--- src/verilog/trig_settings.svh ---
`ifndef TRIG_SETTINGS_SVH
`define TRIG_SETTINGS_SVH

// Target I/O bus width
`define TRIG_IO_W 8

// Delay counter width
// Covers about one million cycles between match and trigger
`define TRIG_DELAY_W 20

// Trigger pulse width counter
`define TRIG_WIDTH_W 17

// Free-running time stamp on each event record
`define TRIG_STAMP_W 32

// Credits on the outgoing event port
// Also the cap when credits come back
`define TRIG_EVT_CREDITS 4

`endif
--- src/verilog/trig_event_pkg.sv ---
`include "trig_settings.svh"

package trig_event_pkg;

   // Wide enough for a zero-extended bus byte or a drop count
   localparam int EVT_VALUE_W = 17;

   // Source of a record
   // Encoding doubles as the arbiter slot index
   typedef enum logic {
      EVT_MATCH = 1'b0,
      EVT_PULSE = 1'b1
   } evt_kind_t;

   typedef logic [EVT_VALUE_W-1:0] evt_value_t;

   // 50-bit record on the event port
   typedef struct packed {
      evt_kind_t                kind;
      logic [`TRIG_STAMP_W-1:0] stamp;
      evt_value_t               value;
   } trig_event_t;

endpackage

--- src/verilog/trig_cfg_pkg.sv ---
`include "trig_settings.svh"

package trig_cfg_pkg;

   // One sample of the target I/O bus
   typedef logic [`TRIG_IO_W-1:0] io_word_t;

   // Cycles to wait between match and trigger
   typedef logic [`TRIG_DELAY_W-1:0] trig_delay_t;

   // Trigger high time in cycles
   // Zero gives the same pulse as one
   typedef logic [`TRIG_WIDTH_W-1:0] trig_width_t;

endpackage

--- src/verilog/trig_cfg_if.sv ---
interface trig_cfg_if
   import trig_cfg_pkg::*;
();

   // Matcher setup
   logic        arm;
   io_word_t    pattern;
   // Set bits take part in the compare
   io_word_t    mask;

   // Trigger generator setup
   trig_delay_t delay;
   trig_width_t width;

   // Pattern matcher view
   modport match_mp (
      input arm,
      input pattern,
      input mask
   );

   // Pulse generator view
   modport pulse_mp (
      input delay,
      input width
   );

endinterface

--- src/verilog/trigger_top.sv ---
`include "trig_settings.svh"

module trigger_top
   import trig_cfg_pkg::*;
   import trig_event_pkg::*;
(
   input  logic                     trigger_clk,
   input  logic                     reset_i,
   input  logic                     arm,
   input  io_word_t                 pattern,
   input  io_word_t                 mask,
   input  trig_delay_t              delay,
   input  trig_width_t              width,
   input  io_word_t                 io_data,
   input  logic                     evt_credit,
   output logic                     trigger,
   output logic                     evt_valid,
   output evt_kind_t                evt_kind,
   output logic [`TRIG_STAMP_W-1:0] evt_stamp,
   output evt_value_t               evt_value,
   output logic                     evt_overflow
);

   // Matcher to trigger generator
   logic        match;
   // Per-source events into the arbiter
   logic        match_evt_valid;
   evt_value_t  match_evt_value;
   logic        pulse_evt_valid;
   evt_value_t  pulse_evt_value;
   trig_event_t evt_data;

   //////////////////////////////////////////////////////////////////////
   // Configuration bundle
   //////////////////////////////////////////////////////////////////////

   trig_cfg_if cfg ();

   assign cfg.arm     = arm;
   assign cfg.pattern = pattern;
   assign cfg.mask    = mask;
   assign cfg.delay   = delay;
   assign cfg.width   = width;

   //////////////////////////////////////////////////////////////////////
   // Event sources
   //////////////////////////////////////////////////////////////////////

   pattern_match i_pattern_match (
      .trigger_clk (trigger_clk),
      .reset_i     (reset_i),
      .cfg         (cfg.match_mp),
      .io_data     (io_data),
      .match       (match),
      .evt_valid   (match_evt_valid),
      .evt_value   (match_evt_value)
   );

   pw_trigger i_pw_trigger (
      .trigger_clk (trigger_clk),
      .reset_i     (reset_i),
      .cfg         (cfg.pulse_mp),
      .match       (match),
      .trigger     (trigger),
      .evt_valid   (pulse_evt_valid),
      .evt_value   (pulse_evt_value)
   );

   // Shared event port
   event_arbiter i_event_arbiter (
      .trigger_clk  (trigger_clk),
      .reset_i      (reset_i),
      .match_valid  (match_evt_valid),
      .match_value  (match_evt_value),
      .pulse_valid  (pulse_evt_valid),
      .pulse_value  (pulse_evt_value),
      .evt_credit   (evt_credit),
      .evt_valid    (evt_valid),
      .evt_data     (evt_data),
      .evt_overflow (evt_overflow)
   );

   // Record fields out as plain ports
   assign evt_kind  = evt_data.kind;
   assign evt_stamp = evt_data.stamp;
   assign evt_value = evt_data.value;

endmodule

--- src/verilog/event_arbiter.sv ---
`include "trig_settings.svh"

module event_arbiter
   import trig_event_pkg::*;
(
   input  logic        trigger_clk,
   input  logic        reset_i,
   input  logic        match_valid,
   input  evt_value_t  match_value,
   input  logic        pulse_valid,
   input  evt_value_t  pulse_value,
   input  logic        evt_credit,
   output logic        evt_valid,
   output trig_event_t evt_data,
   output logic        evt_overflow
);

   localparam int CREDIT_W = $clog2(`TRIG_EVT_CREDITS + 1);
   localparam logic [CREDIT_W:0] CREDIT_MAX = (CREDIT_W + 1)'(`TRIG_EVT_CREDITS);
   // Slot index equals the evt_kind_t encoding
   localparam int SRC_MATCH = 0;
   localparam int SRC_PULSE = 1;

   logic [`TRIG_STAMP_W-1:0] stamp_cnt;
   logic [1:0]               src_valid;
   evt_value_t               src_value [2];
   logic [1:0]               slot_full;
   logic [`TRIG_STAMP_W-1:0] slot_stamp [2];
   evt_value_t               slot_value [2];
   logic [1:0]               capture;
   logic [1:0]               grant;
   logic                     gnt_idx;
   logic                     send;
   // Next turn when both slots wait, 0 is the matcher
   logic                     rr_ptr;
   logic [CREDIT_W-1:0]      credit_cnt;
   logic [CREDIT_W:0]        credit_sum;

   assign src_valid            = {pulse_valid, match_valid};
   assign src_value[SRC_MATCH] = match_value;
   assign src_value[SRC_PULSE] = pulse_value;

   //////////////////////////////////////////////////////////////////////
   // Grant and credits
   //////////////////////////////////////////////////////////////////////

   always_comb begin
      grant = 2'b00;
      // Nothing leaves without a credit
      if (credit_cnt != '0) begin
         if (slot_full == 2'b11) begin
            grant[rr_ptr] = 1'b1;
         end else begin
            grant = slot_full;
         end
      end
   end

   assign send    = |grant;
   assign gnt_idx = grant[SRC_PULSE];

   // Spend on send, refund on evt_credit
   assign credit_sum = {1'b0, credit_cnt} + (CREDIT_W + 1)'(evt_credit)
                       - (CREDIT_W + 1)'(send);

   // A slot being sent this edge can take a new event
   assign capture = src_valid & (~slot_full | grant);

   //////////////////////////////////////////////////////////////////////
   // Control state
   //////////////////////////////////////////////////////////////////////

   always_ff @(posedge trigger_clk) begin
      if (reset_i) begin
         stamp_cnt    <= '0;
         slot_full    <= '0;
         rr_ptr       <= 1'b0;
         credit_cnt   <= CREDIT_MAX[CREDIT_W-1:0];
         evt_valid    <= 1'b0;
         evt_overflow <= 1'b0;
      end else begin
         stamp_cnt <= stamp_cnt + 1;
         slot_full <= capture | (slot_full & ~grant);
         evt_valid <= send;
         if (send) begin
            rr_ptr <= ~gnt_idx;
         end
         // Cap at the initial credit count
         credit_cnt <= (credit_sum > CREDIT_MAX) ? CREDIT_MAX[CREDIT_W-1:0]
                                                 : credit_sum[CREDIT_W-1:0];
         // Sticky, cleared only by reset
         if (|(src_valid & ~capture)) begin
            evt_overflow <= 1'b1;
         end
      end
   end

   // Slot payload with arrival stamp
   always_ff @(posedge trigger_clk) begin
      for (int i = 0; i < 2; i++) begin
         if (capture[i]) begin
            slot_stamp[i] <= stamp_cnt;
            slot_value[i] <= src_value[i];
         end
      end
   end

   // Outgoing record
   always_ff @(posedge trigger_clk) begin
      if (send) begin
         evt_data.kind  <= evt_kind_t'(gnt_idx);
         evt_data.stamp <= slot_stamp[gnt_idx];
         evt_data.value <= slot_value[gnt_idx];
      end
   end

endmodule

--- src/verilog/pw_trigger.sv ---
module pw_trigger
   import trig_cfg_pkg::*;
   import trig_event_pkg::*;
(
   input  logic         trigger_clk,
   input  logic         reset_i,
   trig_cfg_if.pulse_mp cfg,
   input  logic         match,
   output logic         trigger,
   output logic         evt_valid,
   output evt_value_t   evt_value
);

   // Counters
   trig_delay_t delay_cnt;
   trig_width_t width_cnt;
   // Phase flags
   logic        delay_running;
   logic        width_running;
   // Matches ignored while busy
   evt_value_t  drop_cnt;
   evt_value_t  drop_next;
   logic        busy;
   logic        pulse_end;

   assign busy = delay_running || width_running;

   // Last high cycle of the trigger
   // Compare with >= so a width of zero ends after one cycle
   assign pulse_end = width_running && (width_cnt >= cfg.width);

   // Drop count including a match on this edge, saturating
   assign drop_next = (busy && match && (drop_cnt != '1)) ?
                      drop_cnt + evt_value_t'(1) : drop_cnt;

   //////////////////////////////////////////////////////////////////////
   // Delay then width sequence
   //////////////////////////////////////////////////////////////////////

   always_ff @(posedge trigger_clk) begin
      if (reset_i) begin
         delay_cnt     <= '0;
         width_cnt     <= '0;
         delay_running <= 1'b0;
         width_running <= 1'b0;
         drop_cnt      <= '0;
         evt_valid     <= 1'b0;
      end else begin
         evt_valid <= 1'b0;
         if (!busy && match) begin
            // Start of delay phase
            delay_running <= 1'b1;
            delay_cnt     <= '0;
         end else if (delay_running) begin
            if (delay_cnt >= cfg.delay) begin
               // Delay done, trigger goes high
               delay_running <= 1'b0;
               width_running <= 1'b1;
               width_cnt     <= trig_width_t'(1);
            end else begin
               delay_cnt <= delay_cnt + trig_delay_t'(1);
            end
         end else if (width_running) begin
            if (pulse_end) begin
               width_running <= 1'b0;
               evt_valid     <= 1'b1;
            end else begin
               width_cnt <= width_cnt + trig_width_t'(1);
            end
         end

         // Count restarts once reported
         if (pulse_end) begin
            drop_cnt <= '0;
         end else begin
            drop_cnt <= drop_next;
         end
      end
   end

   // Pulse event value
   // Includes a match that lands on the falling edge itself
   always_ff @(posedge trigger_clk) begin
      if (pulse_end) begin
         evt_value <= drop_next;
      end
   end

   assign trigger = width_running;

endmodule

--- src/verilog/pattern_match.sv ---
module pattern_match
   import trig_cfg_pkg::*;
   import trig_event_pkg::*;
(
   input  logic         trigger_clk,
   input  logic         reset_i,
   trig_cfg_if.match_mp cfg,
   input  io_word_t     io_data,
   output logic         match,
   output logic         evt_valid,
   output evt_value_t   evt_value
);

   // Live compare result
   logic hit;
   // Compare result of the previous edge
   logic hit_q;
   // Fresh match on this edge
   logic hit_rise;

   //////////////////////////////////////////////////////////////////////
   // Masked compare
   //////////////////////////////////////////////////////////////////////

   // Only bits set in mask count
   // Arm folded in so disarming drops hit_q on the next edge
   assign hit = cfg.arm && (((io_data ^ cfg.pattern) & cfg.mask) == '0);

   // First cycle of a match only
   assign hit_rise = hit && !hit_q;

   //////////////////////////////////////////////////////////////////////
   // Edge detect and pulse
   //////////////////////////////////////////////////////////////////////

   always_ff @(posedge trigger_clk) begin
      if (reset_i) begin
         hit_q <= 1'b0;
         match <= 1'b0;
      end else begin
         hit_q <= hit;
         // One pulse per match, however long the byte is held
         match <= hit_rise;
      end
   end

   // Byte that caused the match
   // Loaded on the same edge that raises match
   always_ff @(posedge trigger_clk) begin
      if (hit_rise) begin
         evt_value <= evt_value_t'(io_data);
      end
   end

   // Match event rides on the match pulse itself
   assign evt_valid = match;

endmodule

--- config.mk ---
export PLATFORM = sky130hd
export DESIGN_NAME = trigger_top
export DESIGN_NICKNAME = d
export VERILOG_FILES = /design/src/verilog/trig_event_pkg.sv /design/src/verilog/trig_cfg_pkg.sv /design/src/verilog/trig_cfg_if.sv /design/src/verilog/trigger_top.sv /design/src/verilog/event_arbiter.sv /design/src/verilog/pw_trigger.sv /design/src/verilog/pattern_match.sv
export VERILOG_INCLUDE_DIRS = /design/src /design/src/verilog
export SDC_FILE = /design/constraint.sdc
export NUM_CORES = 1
export LEC_CHECK = 0
export BUFFER_PORTS_ARGS = -buffer_cell sky130_fd_sc_hd__buf_2
export CAP_MARGIN = 20
export CORE_MARGIN = 2
export CORE_UTILIZATION = 60
export CTS_CLUSTER_SIZE = 16
export DETAILED_ROUTE_END_ITERATION = 6
export GPL_TIMING_DRIVEN = 1
export PLACE_DENSITY_LB_ADDON = 0.1
export SLEW_MARGIN = 20
export SYNTH_ARGS = -nofsm -noshare
export SYNTH_HDL_FRONTEND = slang
export SYNTH_SLANG_ARGS = --single-unit
--- constraint.sdc ---
create_clock -name trigger_clk -period 13.4 [get_ports trigger_clk]
set_input_delay 0 -clock trigger_clk [delete_from_list [all_inputs] [get_ports trigger_clk]]
set_output_delay 0 -clock trigger_clk [all_outputs]
set_load 0.02 [all_outputs]
# ---- Word level (Yosys, flattened, before mapping)
# Memories as Yosys holds them, arrays and structs flattened. A register that Yosys moved wholly into a read port is not among the register bits.
# Cells that the tools add are included.
dict set report classes {
  order_cmp 5
  n_bitwise 14
  n_addsub 6
  n_reduce_logical 22
  muxes 21
  n_eq_ne 4
}
# operator count
set op_table {}
lappend op_table {{2-to-1 mux 17 bit} 5}
lappend op_table {{adder 17 x 1 -> 17 bit, second input constant} 2}
lappend op_table {{adder 32 x 1 -> 32 bit, second input constant} 1}
lappend op_table {{adder 20 x 1 -> 20 bit, second input constant} 1}
lappend op_table {{greater-or-equal comparator 20 bit} 1}
lappend op_table {{greater-or-equal comparator 17 bit} 1}
lappend op_table {{!= test 17 bit, second input constant} 1}
lappend op_table {{2-to-1 mux 1 bit} 13}
lappend op_table {{OR reduction 2 bit} 5}
lappend op_table {{AND 8 bit} 1}
lappend op_table {{logical NOT 8 bit} 1}
lappend op_table {{XOR 8 bit} 1}
lappend op_table {{logical AND 1 bit} 7}
lappend op_table {{AND 2 bit} 3}
lappend op_table {{inverter 2 bit} 3}
lappend op_table {{adder 3 x 1 -> 4 bit} 1}
lappend op_table {{> comparator 4 x 3 -> 1 bit, second input constant} 1}
lappend op_table {{2-to-1 mux 2 bit} 2}
lappend op_table {{inverter 1 bit} 4}
lappend op_table {{bitwise OR 2 bit} 2}
lappend op_table {{AND reduction 2 bit} 2}
lappend op_table {{AND reduction 4 bit} 1}
lappend op_table {{OR reduction 4 bit} 1}
lappend op_table {{subtractor 4 x 1 -> 4 bit} 1}
lappend op_table {{other kinds (10)} 11}
dict set report totals {
  in_bits 65
  mem_count 2
  ff_bits 125
  ram_bits 98
}
# memory words word_bits read_ports rd_ports_with_merged_regs wr line
set mem_list {}
lappend mem_list {i_event_arbiter.slot_stamp 2 32 1 1 2 event_arbiter.sv:28} ;# logic [`TRIG_STAMP_W-1:0] slot_stamp [2];
lappend mem_list {i_event_arbiter.slot_value 2 17 1 1 2 event_arbiter.sv:29} ;# evt_value_t slot_value [2];

# ---- Logic depth before layout (Yosys ltp)
# Gate-level depths: netlist of the first run.
dict set report logic_depth {
  ltp_word 11
  mapped_depth 12
  depth_no_buf 12
}

# ---- Modules after synthesis
# A second synthesis of the first run with hierarchy kept.
dict set report hier_totals {
  hier_cells 943
  area_unflattened_um2 11673.7
}
# mod cells_each area_per_inst_um2 n_inst seq_area_each_um2
set by_module_without_submodules {}
lappend by_module_without_submodules {event_arbiter 416 6875.3 1 5245.0}
lappend by_module_without_submodules {pw_trigger 488 4306.6 1 1651.6}
lappend by_module_without_submodules {pattern_match 39 491.7 1 280.3}

# ---- Worst setup path after synthesis of the first run
# OpenSTA, ideal clock, no wires.
dict set report synth_path {
  path_kind {register -> register}
  from {reg i_event_arbiter.credit_cnt[1]}
  to {mem i_event_arbiter.slot_stamp[1][0] (netlist name), enable pin}
  t_arrival_ns 4.941
  path_buffers 2
  setup_ns 0.530
  slack_ns 7.929
  stages_incl_launch_ff 8
  required_time_ns 12.870
  cell_sequence {dfxtp_1 > inv_1 > nand3_1 > nand2_1 > or2_2 > clkbuf_1 > clkbuf_1 > a21boi_0}
}
# element line
set synth_lines {}
lappend synth_lines {{start, declared} event_arbiter.sv:36} ;# logic [CREDIT_W-1:0] credit_cnt;
lappend synth_lines {{start signal, assigned} event_arbiter.sv:78} ;# credit_cnt <= CREDIT_MAX[CREDIT_W-1:0];
lappend synth_lines {{start signal, assigned} event_arbiter.sv:89} ;# credit_cnt <= (credit_sum > CREDIT_MAX) ? CREDIT_MAX[CREDIT_W-1:0]
lappend synth_lines {{end, declared} event_arbiter.sv:28}

# ---- Final worst setup path of the first run
dict set report layout_path {
  from {reg i_pw_trigger.width_cnt[2]}
  to {reg i_pw_trigger.width_cnt[8]}
}
dict set report layout_via {
  elab_chain_len 4
}
# element line
set layout_rtl {}
lappend layout_rtl {{start, declared} pw_trigger.sv:16} ;# trig_width_t width_cnt;
lappend layout_rtl {{start signal, assigned} pw_trigger.sv:59} ;# width_cnt <= trig_width_t'(1);
lappend layout_rtl {{start signal, assigned} pw_trigger.sv:68} ;# width_cnt <= width_cnt + trig_width_t'(1);
lappend layout_rtl {{adder 17 x 1 -> 17 bit or greater-or-equal comparator 17 bit (tied branches)} {pw_trigger.sv:68, pw_trigger.sv:30}}
lappend layout_rtl {{2-to-1 mux 17 bit or logical AND 1 bit (tied branches)} {pw_trigger.sv:64, pw_trigger.sv:30}}
lappend layout_rtl {{2-to-1 mux 17 bit or != test 2 x 1 -> 1 bit (tied branches)} -}
lappend layout_rtl {{2-to-1 mux 17 bit or AND reduction 4 bit (tied branches)} -}
# Several ways; a longest one is shown, not always the timed one. The select of a mux whose other input is x is not followed.
# A chain may end at the register's enable or synchronous reset.

==> results of run 1 <==
[final cells by class]
cell class	instances	area, sq um	share of cell area
Antenna cell	1	2.50	0.000193
Clock buffer	37	756	0.0584
Inverter	60	225	0.0174
Tap cell	229	287	0.0221
Timing Repair Buffer	134	743	0.0574
Multi-Input combinational cell	530	3840	0.297
Clock inverter	11	174	0.0134
Sequential cell	263	6910	0.534
[where the power goes]
part / internal, mW / leakage (nW) / switching [mW]
logic: 0.0273 / 2.26 / 0.0342
registers: 0.861 / 2.31 / 0.00450
clock network: 0.471 / 0.452 / 0.293
total: 1.36 / 5.03 / 0.332
[per-layer routing]
| metal | GRT usage | share of wire | vias to the layer above |
|---|---|---|---|
| met4 | 0.0468 | 0.015 | 2 |
| met5 | 0 | 0.00067 | - |
| li1 | - | - | 3456 |
| met2 | 0.349 | 0.50 | 143 |
| met1 | 0.259 | 0.44 | 3251 |
| met3 | 0.0352 | 0.049 | 27 |
[worst max-delay path, delay by kind of cell, from the launching register on]
family / cells / cell delay, ps
DFF: 1 / 430
and+or+nand+nor: 3 / 1270
adders and majority gates: 1 / 280
AOI/OAI and AO/OA: 4 / 840
[flip-flops by register name, indices dropped and copies added (netlist names), 3 cells and up]
signal / flops
i_event_arbiter.slot_stamp: 64
i_event_arbiter.evt_data: 50
i_event_arbiter.stamp_cnt: 32
i_event_arbiter.slot_value: 25
i_pw_trigger.delay_cnt: 20
i_pw_trigger.drop_cnt: 17
i_pw_trigger.evt_value: 17
i_pw_trigger.width_cnt: 17
i_pattern_match.evt_value: 8
i_event_arbiter.credit_cnt: 3
[kinds of logic after synthesis]
| family | after synthesis | synth area share |
|---|---|---|
| compound gates | 107 | 0.0618 |
| xor+xnor | 65 | 0.0514 |
| fa+ha+maj | 47 | 0.0537 |
| buf+inv | 87 | 0.0323 |
| flops | 263 | 0.623 |
| mux | 43 | 0.0436 |
| simple gates | 268 | 0.134 |
[layout by cell type, fill, tap and decap left out, types with 7 or more instances in the layout]
cell,Yosys,layout
dlygate4sd3_1,0,12
buf_2,5,117
and2b_2,7,7
xnor2_1,33,33
clkbuf_16,0,26
xor2_1,32,32
mux2_2,42,42
nor3_1,9,9
edfxtp_1,164,164
or3_1,7,7
nor2b_2,8,8
a21oi_1,36,36
nand4_1,20,20
a21o_1,7,7
and2_1,13,13
nor2_1,66,66
dfxtp_1,99,99
and3_1,17,17
inv_1,60,60
o21ai_0,22,22
ha_1,46,46
nand2_1,43,43
and4_1,10,10
nand3_1,28,28
nor4_1,8,8
[synth_stat cells, types with 6 or more instances]
cell and number:
nor2b_1 7, nor2_1 66, a21o_1 7, and3_1 17, edfxtp_1 164, xnor2_1 33, and4_1 10, nor3_1 9
nor4_1 8, nor2b_2 8, a31oi_1 6, or3_1 7, ha_1 46, mux2_2 42, o21ai_0 22, and2_1 13
a21oi_1 36, nand2_1 43, xor2_1 32, clkbuf_1 16, nand3_1 28, and2b_2 7, inv_1 60, nand4_1 20
dfxtp_1 99
[through the flow]
step | worst slack [ps] | util | total power [mW] | hold slack [ps]
3_3_place_gp | 10540 | 0.659 | 0.940 | 215
3_5_place_dp | 10460 | 0.659 | 0.941 | 210
2_1_floorplan | 7930 | - | 0.920 | 98.9
5_1_grt | 10290 | 0.718 | 1.74 | 187
4_1_cts | 10460 | 0.718 | 1.70 | 128
6_report | 10470 | 0.718 | 1.69 | 131
[repair_timing]
| item | 4_1_cts | 5_1_grt |
|---|---|---|
| endpoints found under the hold margin | 10 | 0 |
| setup endpoints to repair | 0 | 0 |
| hold buffers | 12 | 0 |
[worst paths after layout]
| kind | start | end | slack, ps | cells past startpoint |
|---|---|---|---|---|
| hold reg to reg | i_pw_trigger.evt_value[12] | i_event_arbiter.slot_value[1][12] | 420 | 0 |
| hold / removal | reset_i | i_pw_trigger.trigger | 130 | 2 |
| setup / recovery | i_pw_trigger.width_cnt[2] | i_pw_trigger.width_cnt[8] | 10470 | 8 |
| setup reg to reg | i_pw_trigger.width_cnt[2] | i_pw_trigger.width_cnt[8] | 10470 | 8 |
==> metrics.md, run 1 <==
| Metric | Value |
|---|---|
| Status | completed |
| Clock latency on the worst-skew pair | 520 ps |
| Synth Flop Type | edfxtp_1 |
| Max-cap violations | 0 |
| Critical Path Max Stage Delay | 680 ps |
| GRT overflow | 0 |
| Syn Inst Count | 880 |
| Core Region | 18000 sq um |
| Die ar. | 19600 sq um |
| RSZ-0062 raised after global routing | no |
| Starting density of the core | 0.615 |
| Area grow syn2layout | 16.7% |
| Crit path time final | 2930 ps |
| Dominant cell type by area after synthesis | edfxtp_1 |
| Via-per-instance ratio | 5.44 |
| Crit path kind | register to register |
| Post-Syn Area | 11100 sq um |
| Design Area, Final | 12900 sq um |
| Die X-Extent | 140 microns |
| Min-Delay Path Class | input port to register |
| Post-Syn Nets | 992 |
| Routed Antenna Nets | 0 |
| Fmax | 0.341 GHz |
| First-pass GRT wire length | 32100 microns |
| Post-cts sizing count | 0 |
| Crit end category | register |
| Synth Warn # | 0 |
| Top-level I/O count | 118 |
| Final cycle utilization of the critical path | 0.219 |
| Max Slew Vio Count | 0 |
| Count of final setup violators | 0 |
| Slowest stage cell, crit path | nor4_4 |
| WL per Instance | 15.3 microns |
| Seq/Total Area, Yosys | 0.623 |
| Worst-path fanout max | 16 |
| Ys async rst share | 0 |
| Yosys top cell area share | 0.444 |
| Total CTS buffers | 26 |
| Number of synthesized flops with an enable pin | 164 |
| CP Cell Sequence | ha_1 > a21o_1 > a211oi_2 > a21boi_2 > nor4_4 > and4_1 > nand3_1 > a221o_1 |
| GRT Total Usage | 0.199 |
| Detail Placement HPWL | 13100 microns |
| Leading post-synthesis cells by cell area | edfxtp_1, dfxtp_1, ha_1 |
| Worst vdd ir | 0.137 mV |
| Avg Inst Size Synth | 12.6 sq um |
| Post-placement cell area | 11900 sq um |
| Rows | 49 |
| Fin nets | 1127 |
| H-tree depth | 1 |
| DRC viols | 0 |
| Layout Cells excl Fill | 1265 |
| Hold Vio Cnt, Final | 0 |
| Layout cells sized above 1 | 0.234 |
| Worst slew pin tran | 1000 ps |
| Via count | 6879 |
| Vias in the first global route | 6634 |
| GPL Wtd Cong | 0.829 |
| CTS root buf | clkbuf_16 |
| Clock Path Buffers | 3 |
| 1st-pass router iterations | 5 |
| Critical Path AT | 3340 ps |
| Clock transition at the registers of the reported paths | 60 ps |
| Drt total wl | 19300 microns |
| Post-Route Skew | 8.50 ps |
| Post-synthesis register bit count | 263 |
| Post-CTS setup buffers | 0 |
| Crit path launch type | register |
| Data required, critical path | 13810 ps |
| CTS sink count | 263 |
| Pleak | 5.03 nW |
| Initial antenna violation count | 2 |
| Unique cell type count in the Yosys netlist | 67 |
| Slew Limit Headroom | 0.332 |
| Initial DRC count | 292 |
| PD cells | 131 nW/um^2 |
| CTS tree | built |
| Cells after DPL | 1204 |
| Die height | 140 microns |
| Setup TNS | 0 ps |
| Largest net degree at the start of global routing | 53 |
| Input/output buffers | 117 |
| Layout fillers | 1274 |
(Power assumes the default switching activity.)
==> inputs of run 2 (changes only) <==
--- a/config.mk
+++ b/config.mk
@@ -9,7 +9,7 @@
 export BUFFER_PORTS_ARGS = -buffer_cell sky130_fd_sc_hd__buf_2
 export CAP_MARGIN = 20
 export CORE_MARGIN = 2
-export CORE_UTILIZATION = 60
+export CORE_UTILIZATION = 53
 export CTS_CLUSTER_SIZE = 16
 export DETAILED_ROUTE_END_ITERATION = 6
 export GPL_TIMING_DRIVEN = 1
==> constraint.sdc (replaced) <==
create_clock -name trigger_clk -period 2.6 [get_ports trigger_clk]
set_input_delay 0 -clock trigger_clk [delete_from_list [all_inputs] [get_ports trigger_clk]]
set_output_delay 0 -clock trigger_clk [all_outputs]
set_load 0.02 [all_outputs]
==> run 2 against run 1 <==
Against the previous run:
- count of clock-buffer cells in the layout is 5 lower
- wire length rose by 3.6%
- critical path type unchanged
- clock skew increased by 10 ps
- cell count grew 5.3%
- die area increased by 13%
- critical path depth increased by 1
==> metrics.md, run 2 (synthesized netlist as in run 1, its figures left out) <==
| Metric | Value |
|---|---|
| Metal1 wirelength | 9290 microns (+9.6%) |
| Status | completed |
| Initial DRC count | 384 (+32%) |
| Layout Cells excl Fill | 1332 (+5.3%) |
| Area grow syn2layout | 19.7% |
| Rows | 52 (+6.1%) |
| Layout fillers | 1536 (+21%) |
| DRC viols | 0 (unchanged) |
| Pleak | 5.16 nW (+2.6%) |
| Critical Path Max Stage Delay | 450 ps (-230 ps) |
| RSZ-0062 raised after global routing | no |
| Final cycle utilization of the critical path | 0.940 (+0.722) |
| Inserted Diodes | 0 (-1) |
| Max Slew Vio Count | 0 (unchanged) |
| Clock transition at the registers of the reported paths | 70 ps (about the same) |
| Post-Route Skew | 18.4 ps (+9.95 ps) |
| Via count | 6934 (+0.80%) |
| Fmax | 0.409 GHz (+20%) |
| Layout cells sized above 1 | 0.266 (+0.0317) |
| Drt total wl | 20000 microns (+3.6%) |
| Slew Limit Headroom | 0.471 (+0.139) |
| Worst hold path depth | 5 (+3) |
| Starting density of the core | 0.544 (-0.0706) |
| H-tree depth | 1 (unchanged) |
| Hold Vio Cnt, Final | 0 (unchanged) |
| Commonest cells after routing, fill and taps aside | edfxtp_1, buf_2, dfxtp_1, nor2_1, inv_1 |
| Routed Antenna Nets | 0 (unchanged) |
| Max-cap violations | 0 (unchanged) |
| First-pass GRT wire length | 32800 microns (+2.3%) |
| Die ar. | 22100 sq um (+13%) |
| GRT Total Usage | 0.182 (-0.0168) |
| GRT overflow | 0 (unchanged) |
| Total CTS buffers | 27 (+3.8%) |
| Met2 WL post-DR | 9590 microns (-0.30%) |
| Die X-Extent | 149 microns (+6.2%) |
| Vias in the first global route | 6703 (+1.0%) |
| Via-per-instance ratio | 5.21 (-4.3%) |
| Register area | 6910 sq um (about the same) |
| Critical Path AT | 2910 ps (-430 ps) |
| Post-placement cell area | 12200 sq um (+2.7%) |
| Crit end category | register |
| Crit path launch type | register |
| Largest net degree at the start of global routing | 52 (-1.9%) |
| Setup TNS | 0 ps (unchanged) |
| Tot Pwr | 8.69 mW (+410%) |
| Crit path time final | 2440 ps (-484 ps) |
| Worst slew pin tran | 793 ps (-208 ps) |
| Fin nets | 1153 (+2.3%) |
| Cells after DPL | 1269 (+5.4%) |
| Top-level I/O count | 118 (unchanged) |
| CP Cell Sequence | ha_1 > a21oi_1 > o21a_1 > o2bb2ai_1 > or3_4 > and2_4 > or2_1 > buf_4 > nor2b_2 |
| Data required, critical path | 3070 ps (-10740 ps) |
| Multi-input combinational cell area | 3900 sq um (+1.5%) |
| Core Region | 20400 sq um (+13%) |
| Worst-path fanout max | 10 (-6) |
| Commonest non-fill, non-tap cell in the layout | edfxtp_1 |
| Max layer used | met4 |
| Design Area, Final | 13300 sq um (+2.6%) |
| 1st-pass router iterations | 4 (-1) |
| Die height | 149 microns (+6.2%) |
| Count of final setup violators | 0 (unchanged) |
| Worst vdd ir | 0.403 mV (+190%) |
| Biggest regs | i_event_arbiter.slot_stamp (64), i_event_arbiter.evt_data (50), i_event_arbiter.stamp_cnt (32) |
| CTS root buf | clkbuf_16 |
| CTS tree | built |
| Slowest stage cell, crit path | dfxtp_1 |
| Fin Hold WS | 192 ps (+61.1 ps) |
| Crit path kind | register to register |
| Max reg flops | 64 (unchanged) |
| WL per Instance | 15.0 microns (-1.6%) |
| Post-CTS setup buffers | 0 (unchanged) |
| CTS sink count | 263 (unchanged) |
| Detail Placement HPWL | 13600 microns (+3.8%) |
| Input/output buffers | 117 (unchanged) |
| Most flops, register | i_event_arbiter.slot_stamp |
| Clock latency on the worst-skew pair | 520 ps (about the same) |
| PD cells | 655 nW/um^2 (+400%) |
| Clock Path Buffers | 3 (unchanged) |
| Met3 WL | 894 microns (-5.3%) |
| GPL Wtd Cong | 0.858 (+3.6%) |
| Initial antenna violation count | 0 (-2) |
| Min-Delay Path Class | input port to register |
| Worst R2R Path Depth | 9 (+1) |
==> run 2: cell types whose count changed in the layout (fill, tap and decap cells not counted), sizes merged <==
cell	before	now
buf	122	146
bufinv	4	3
clkbuf	37	32
clkinv	6	8
clkinvlp	1	5
diode	1	0
dlygate4sd3	12	13
inv	60	62
==> run 2: power by group <==
part	leakage (nW)	switching (mW)	total, mW	internal [mW]
combinational	2.41	0.191	0.352	0.161
clock	0.433	1.58	3.88	2.30
sequential	2.31	0.0222	4.46	4.44
total	5.16	1.79	8.69	6.89
==> run 2: per-stage QoR <==
| step | setup slack [ps] | util |
|---|---|---|
| 6_report | 156 | 0.652 |
| 5_1_grt | 36.7 | 0.652 |
| 4_1_cts | 156 | 0.651 |
| 3_5_place_dp | 157 | 0.600 |
| 3_3_place_gp | 171 | 0.600 |
| 2_1_floorplan | 35.2 | - |
==> run 2: layout make-up <==
class / count / share of cell area
flip-flops and latches: 263 / 0.521
multi-input cells: 530 / 0.294
repair buffers: 159 / 0.0741
clock buffers: 32 / 0.0546
well taps: 270 / 0.0255
inverters: 60 / 0.0170
clock inverters: 18 / 0.0140
==> run 2: routing by layer <==
layer  vias up  track usage
met5         -            0
met4         0       0.0386
met3        23       0.0276
met2       148        0.309
met1      3265        0.251
li1       3498            -
==> run 2: worst paths after layout <==
path / from / to / slack (ps)
max: i_pw_trigger.width_cnt[10] / i_pw_trigger.drop_cnt[11] / 160
min reg2reg: i_pw_trigger.evt_value[5] / i_event_arbiter.slot_value[1][5] / 420
max reg2reg: i_pw_trigger.width_cnt[10] / i_pw_trigger.drop_cnt[11] / 160
min: mask[3] / i_pattern_match.evt_valid / 190
==> run 2: critical path: cells and delay by family, from the launching register on <==
family                   cells  cell delay, ps
AND/OR/NAND/NOR              4             980
buffers and inverters        1             240
flip-flops                   1             450
AO/OA/AOI/OAI                3             410
adder cells (fa/ha/maj)      1             300
==> run 2: what timing repair did <==
item | 4_1_cts | 5_1_grt
endpoints found under the setup margin | 0 | 9
resized for setup | 0 | 5
hold buffers | 13 | 0
endpoints found under the hold margin | 16 | 0
==> inputs of run 3 (changes only) <==
--- a/config.mk
+++ b/config.mk
@@ -9,7 +9,8 @@
 export BUFFER_PORTS_ARGS = -buffer_cell sky130_fd_sc_hd__buf_2
 export CAP_MARGIN = 20
 export CORE_MARGIN = 2
-export CORE_UTILIZATION = 53
+export CORE_UTILIZATION = 59
+export CTS_CLUSTER_DIAMETER = 50
 export CTS_CLUSTER_SIZE = 16
 export DETAILED_ROUTE_END_ITERATION = 6
 export GPL_TIMING_DRIVEN = 1
==> constraint.sdc (replaced) <==
create_clock -name trigger_clk -period 2.25 [get_ports trigger_clk]
set_input_delay 0 -clock trigger_clk [delete_from_list [all_inputs] [get_ports trigger_clk]]
set_output_delay 0 -clock trigger_clk [all_outputs]
set_load 0.02 [all_outputs]
==> run 3 against run 2 <==
Against the previous run:
- the flow now finishes with violations (setup timing)
- power is 13% higher
- fmax increased by 5.4%
- first-iteration DRC count fell by 21%
- sequential cell count did not move
- largest cell class unchanged
- non-clock buffer count up 76
- largest power group unchanged
- count of clock-buffer cells in the layout increased by 3
- global-route usage grew 3.2 points
- core utilization is 13 points higher
==> metrics.md, run 3 (synthesized netlist as in run 1, its figures left out) <==
| Metric | Value |
|---|---|
| Status | finished, violations left |
| Failing checks | setup timing |
| PD cells | 676 nW/um^2 (+3.3%) |
| Core Region | 18600 sq um (-8.8%) |
| CTS sink count | 263 (unchanged) |
| Psw | 2.14 mW (+19%) |
| Initial antenna violation count | 0 (unchanged) |
| GRT met1 Usage | 0.264 (+0.0128) |
| Max Slew Vio Count | 0 (unchanged) |
| P_int | 7.64 mW (+11%) |
| Die ar. | 19900 sq um (-9.9%) |
| Fin Hold WS | 249 ps (+56.7 ps) |
| Min-Delay Path Class | input port to register |
| Critical hold path startpoint | io_data[6] |
| Crit path kind | register to register |
| GRT overflow | 0 (unchanged) |
| Drt total wl | 22100 microns (+10%) |
| Register-to-register setup slack | -70 ps (-220 ps) |
| Worst R2R Path Depth | 10 (+1) |
| Net Sw Frac | 0.219 (+0.0125) |
| Clock Path Buffers | 3 (unchanged) |
| Critical Path Max Stage Delay | 560 ps (+110 ps) |
| Via-per-instance ratio | 5.46 (+4.9%) |
| H-tree depth | 1 (unchanged) |
| Inserted Diodes | 0 (unchanged) |
| Max-cap violations | 0 (unchanged) |
| Commonest cells after routing, fill and taps aside | edfxtp_1, buf_2, buf_4, dfxtp_1, nor2_1 |
| Area grow syn2layout | 30.5% |
| Via count | 7468 (+7.7%) |
| DRC viols | 0 (unchanged) |
| Met2 Resource Use GR | 0.388 (+0.0795) |
| GPL Wtd Cong | 0.831 (-3.2%) |
| Die height | 141 microns (-5.1%) |
| Die X-Extent | 141 microns (-5.1%) |
| Worst vdd ir | 0.529 mV (+31%) |
| Biggest regs | i_event_arbiter.slot_stamp (64), i_event_arbiter.evt_data (50), i_event_arbiter.stamp_cnt (32) |
| Rows | 50 (-3.8%) |
| Detail Placement HPWL | 13900 microns (+2.6%) |
| Layout cells sized above 1 | 0.389 (+0.123) |
| PnR worst setup slack | -68.2 ps (-224 ps) |
| WL per Instance | 16.2 microns (+7.4%) |
| Fmax | 0.431 GHz (+5.4%) |
| Pre-CTS WS | -167 ps (-324 ps) |
| Critical R2R Capture | i_pw_trigger.delay_cnt[18] |
| Post-placement cell area | 12600 sq um (+3.0%) |
| R2r startpoint | i_pw_trigger.delay_cnt[4] |
| Combinational Power Share | 0.055 (+0.014) |
| Design Area, Final | 14500 sq um (+9.0%) |
| Worst slew pin tran | 671 ps (-123 ps) |
| Starting density of the core | 0.596 (+0.0523) |
| RSZ-0062 raised after global routing | yes |
| Hold Vio Cnt, Final | 0 (unchanged) |
| Worst hold path depth | 2 (-3) |
| Commonest non-fill, non-tap cell in the layout | edfxtp_1 |
| Routed Antenna Nets | 0 (unchanged) |
| Total CTS buffers | 25 (-7.4%) |
| Critical Path AT | 2730 ps (-180 ps) |
| Clock latency on the worst-skew pair | 520 ps (about the same) |
| GRT Total Usage | 0.214 (+0.0318) |
| Slowest stage cell, crit path | or4_4 |
| Final cycle utilization of the critical path | 1.03 (+0.0903) |
| Initial DRC count | 303 (-21%) |
| Busiest grt layer | met2 |
| CTS tree | built |
| Layout Cells excl Fill | 1368 (+2.7%) |
| Crit path launch type | register |
| Crit path time final | 2320 ps (-126 ps) |
| Flop pwr share | 0.526 (+0.013) |
| Most flops, register | i_event_arbiter.slot_stamp |
| Fin nets | 1228 (+6.5%) |
| Worst Hold Path EP | i_pattern_match.evt_value[6] |
| Input/output buffers | 117 (unchanged) |
| Top-level I/O count | 118 (unchanged) |
| Setup TNS | -248 ps (-248 ps) |
| Cells after DPL | 1283 (+1.1%) |
| Max reg flops | 64 (unchanged) |
| Crit end category | register |
| Tot Pwr | 9.78 mW (+13%) |
| Clock power frac | 0.419 (-0.027) |
| Post-Route Skew | 16.3 ps (-2.20 ps) |
| Vias in the first global route | 7349 (+9.6%) |
| Worst-path fanout max | 3 (-7) |
| Post-Route Utilization | 0.778 (+0.127) |
| Data required, critical path | 2660 ps (-410 ps) |
| 1st-pass router iterations | 5 (+1) |
| First-pass GRT wire length | 34600 microns (+5.5%) |
| Pleak | 5.74 nW (+11%) |
| Slew Limit Headroom | 0.553 (+0.0817) |
| CTS root buf | clkbuf_16 |
| Largest net degree at the start of global routing | 52 (unchanged) |
| Clock transition at the registers of the reported paths | 70 ps (about the same) |
| CP Cell Sequence | buf_6 > buf_6 > nand4_1 > buf_4 > nor2_4 > nand4_1 > or4_4 > nor4b_4 > xnor2_1 > nor2_1 |
| GR Layer Usage met3 | 0.0309 (+0.00330) |
| Count of final setup violators | 6 (+6) |
run 3: cell count changes in the layout (fill, tap and decap cells not counted), moves of 6 or more:
cell,previous run,this run
buf_6,0,10
o21ai_0,22,10
ha_4,2,13
o21ai_1,0,8
buf_4,25,87
nor3_1,9,3
dfxtp_1,96,79
ha_1,44,31
nor2b_2,8,2
dfxtp_2,3,17
nor2b_4,3,9
run 3: timing repair:
action,4_1_cts,5_1_grt
cloned,2,2
buffers inserted,6,17
resized for setup,66,87
pin swaps,29,54
hold buffers,13,0
endpoints found under the setup margin,48,82
endpoints found under the hold margin,12,0
run 3: metal layers:
metal | share of wire | vias to the layer above
li1 | - | 3658
met1 | 0.41 | 3563
met2 | 0.52 | 190
met3 | 0.041 | 57
met4 | 0.028 | 0
met5 | 0 | -
run 3: area by class of cell:
class | instances | area, sq um
clock buffer | 35 | 704
clock inverter | 10 | 97.6
fill | 1141 | 4120
inverter | 60 | 225
multi-input combinational | 531 | 4540
sequential | 263 | 6940
tap | 234 | 293
timing repair buffer | 235 | 1660
run 3: power groups by stage:
stage | registers [mW] | clock network (mW) | logic (mW)
2_1_floorplan | 5.26 | 0 | 0.238
3_3_place_gp | 5.25 | 0 | 0.406
3_5_place_dp | 5.25 | 0 | 0.410
4_1_cts | 5.14 | 4.15 | 0.485
5_1_grt | 5.15 | 4.33 | 0.591
6_report | 5.15 | 4.09 | 0.537
run 3: worst max-delay path: cells and delay by family (launching register included):
kind / cells / cell delay [ps]
buffers and inverters: 3 / 390
and+or+nand+nor: 6 / 1300
xor gates and xnor gates: 1 / 160
DFF: 1 / 350
run 3: how the worst max path moves through the flow:
stage                                              from                             to  slack, ps  depth (start not counted)
final                         i_pw_trigger.delay_cnt[4]     i_pw_trigger.delay_cnt[18]        -70                         10
after floorplan           i_event_arbiter.credit_cnt[1]  i_event_arbiter.credit_cnt[2]       -300                         12
after global placement        i_pw_trigger.delay_cnt[0]     i_pw_trigger.delay_cnt[11]       -110                          9
after detailed placement      i_pw_trigger.delay_cnt[0]     i_pw_trigger.delay_cnt[11]       -170                          9
after global routing          i_pw_trigger.delay_cnt[4]     i_pw_trigger.delay_cnt[19]       -180                         10
after CTS                     i_pw_trigger.delay_cnt[0]     i_pw_trigger.delay_cnt[11]        -40                          9
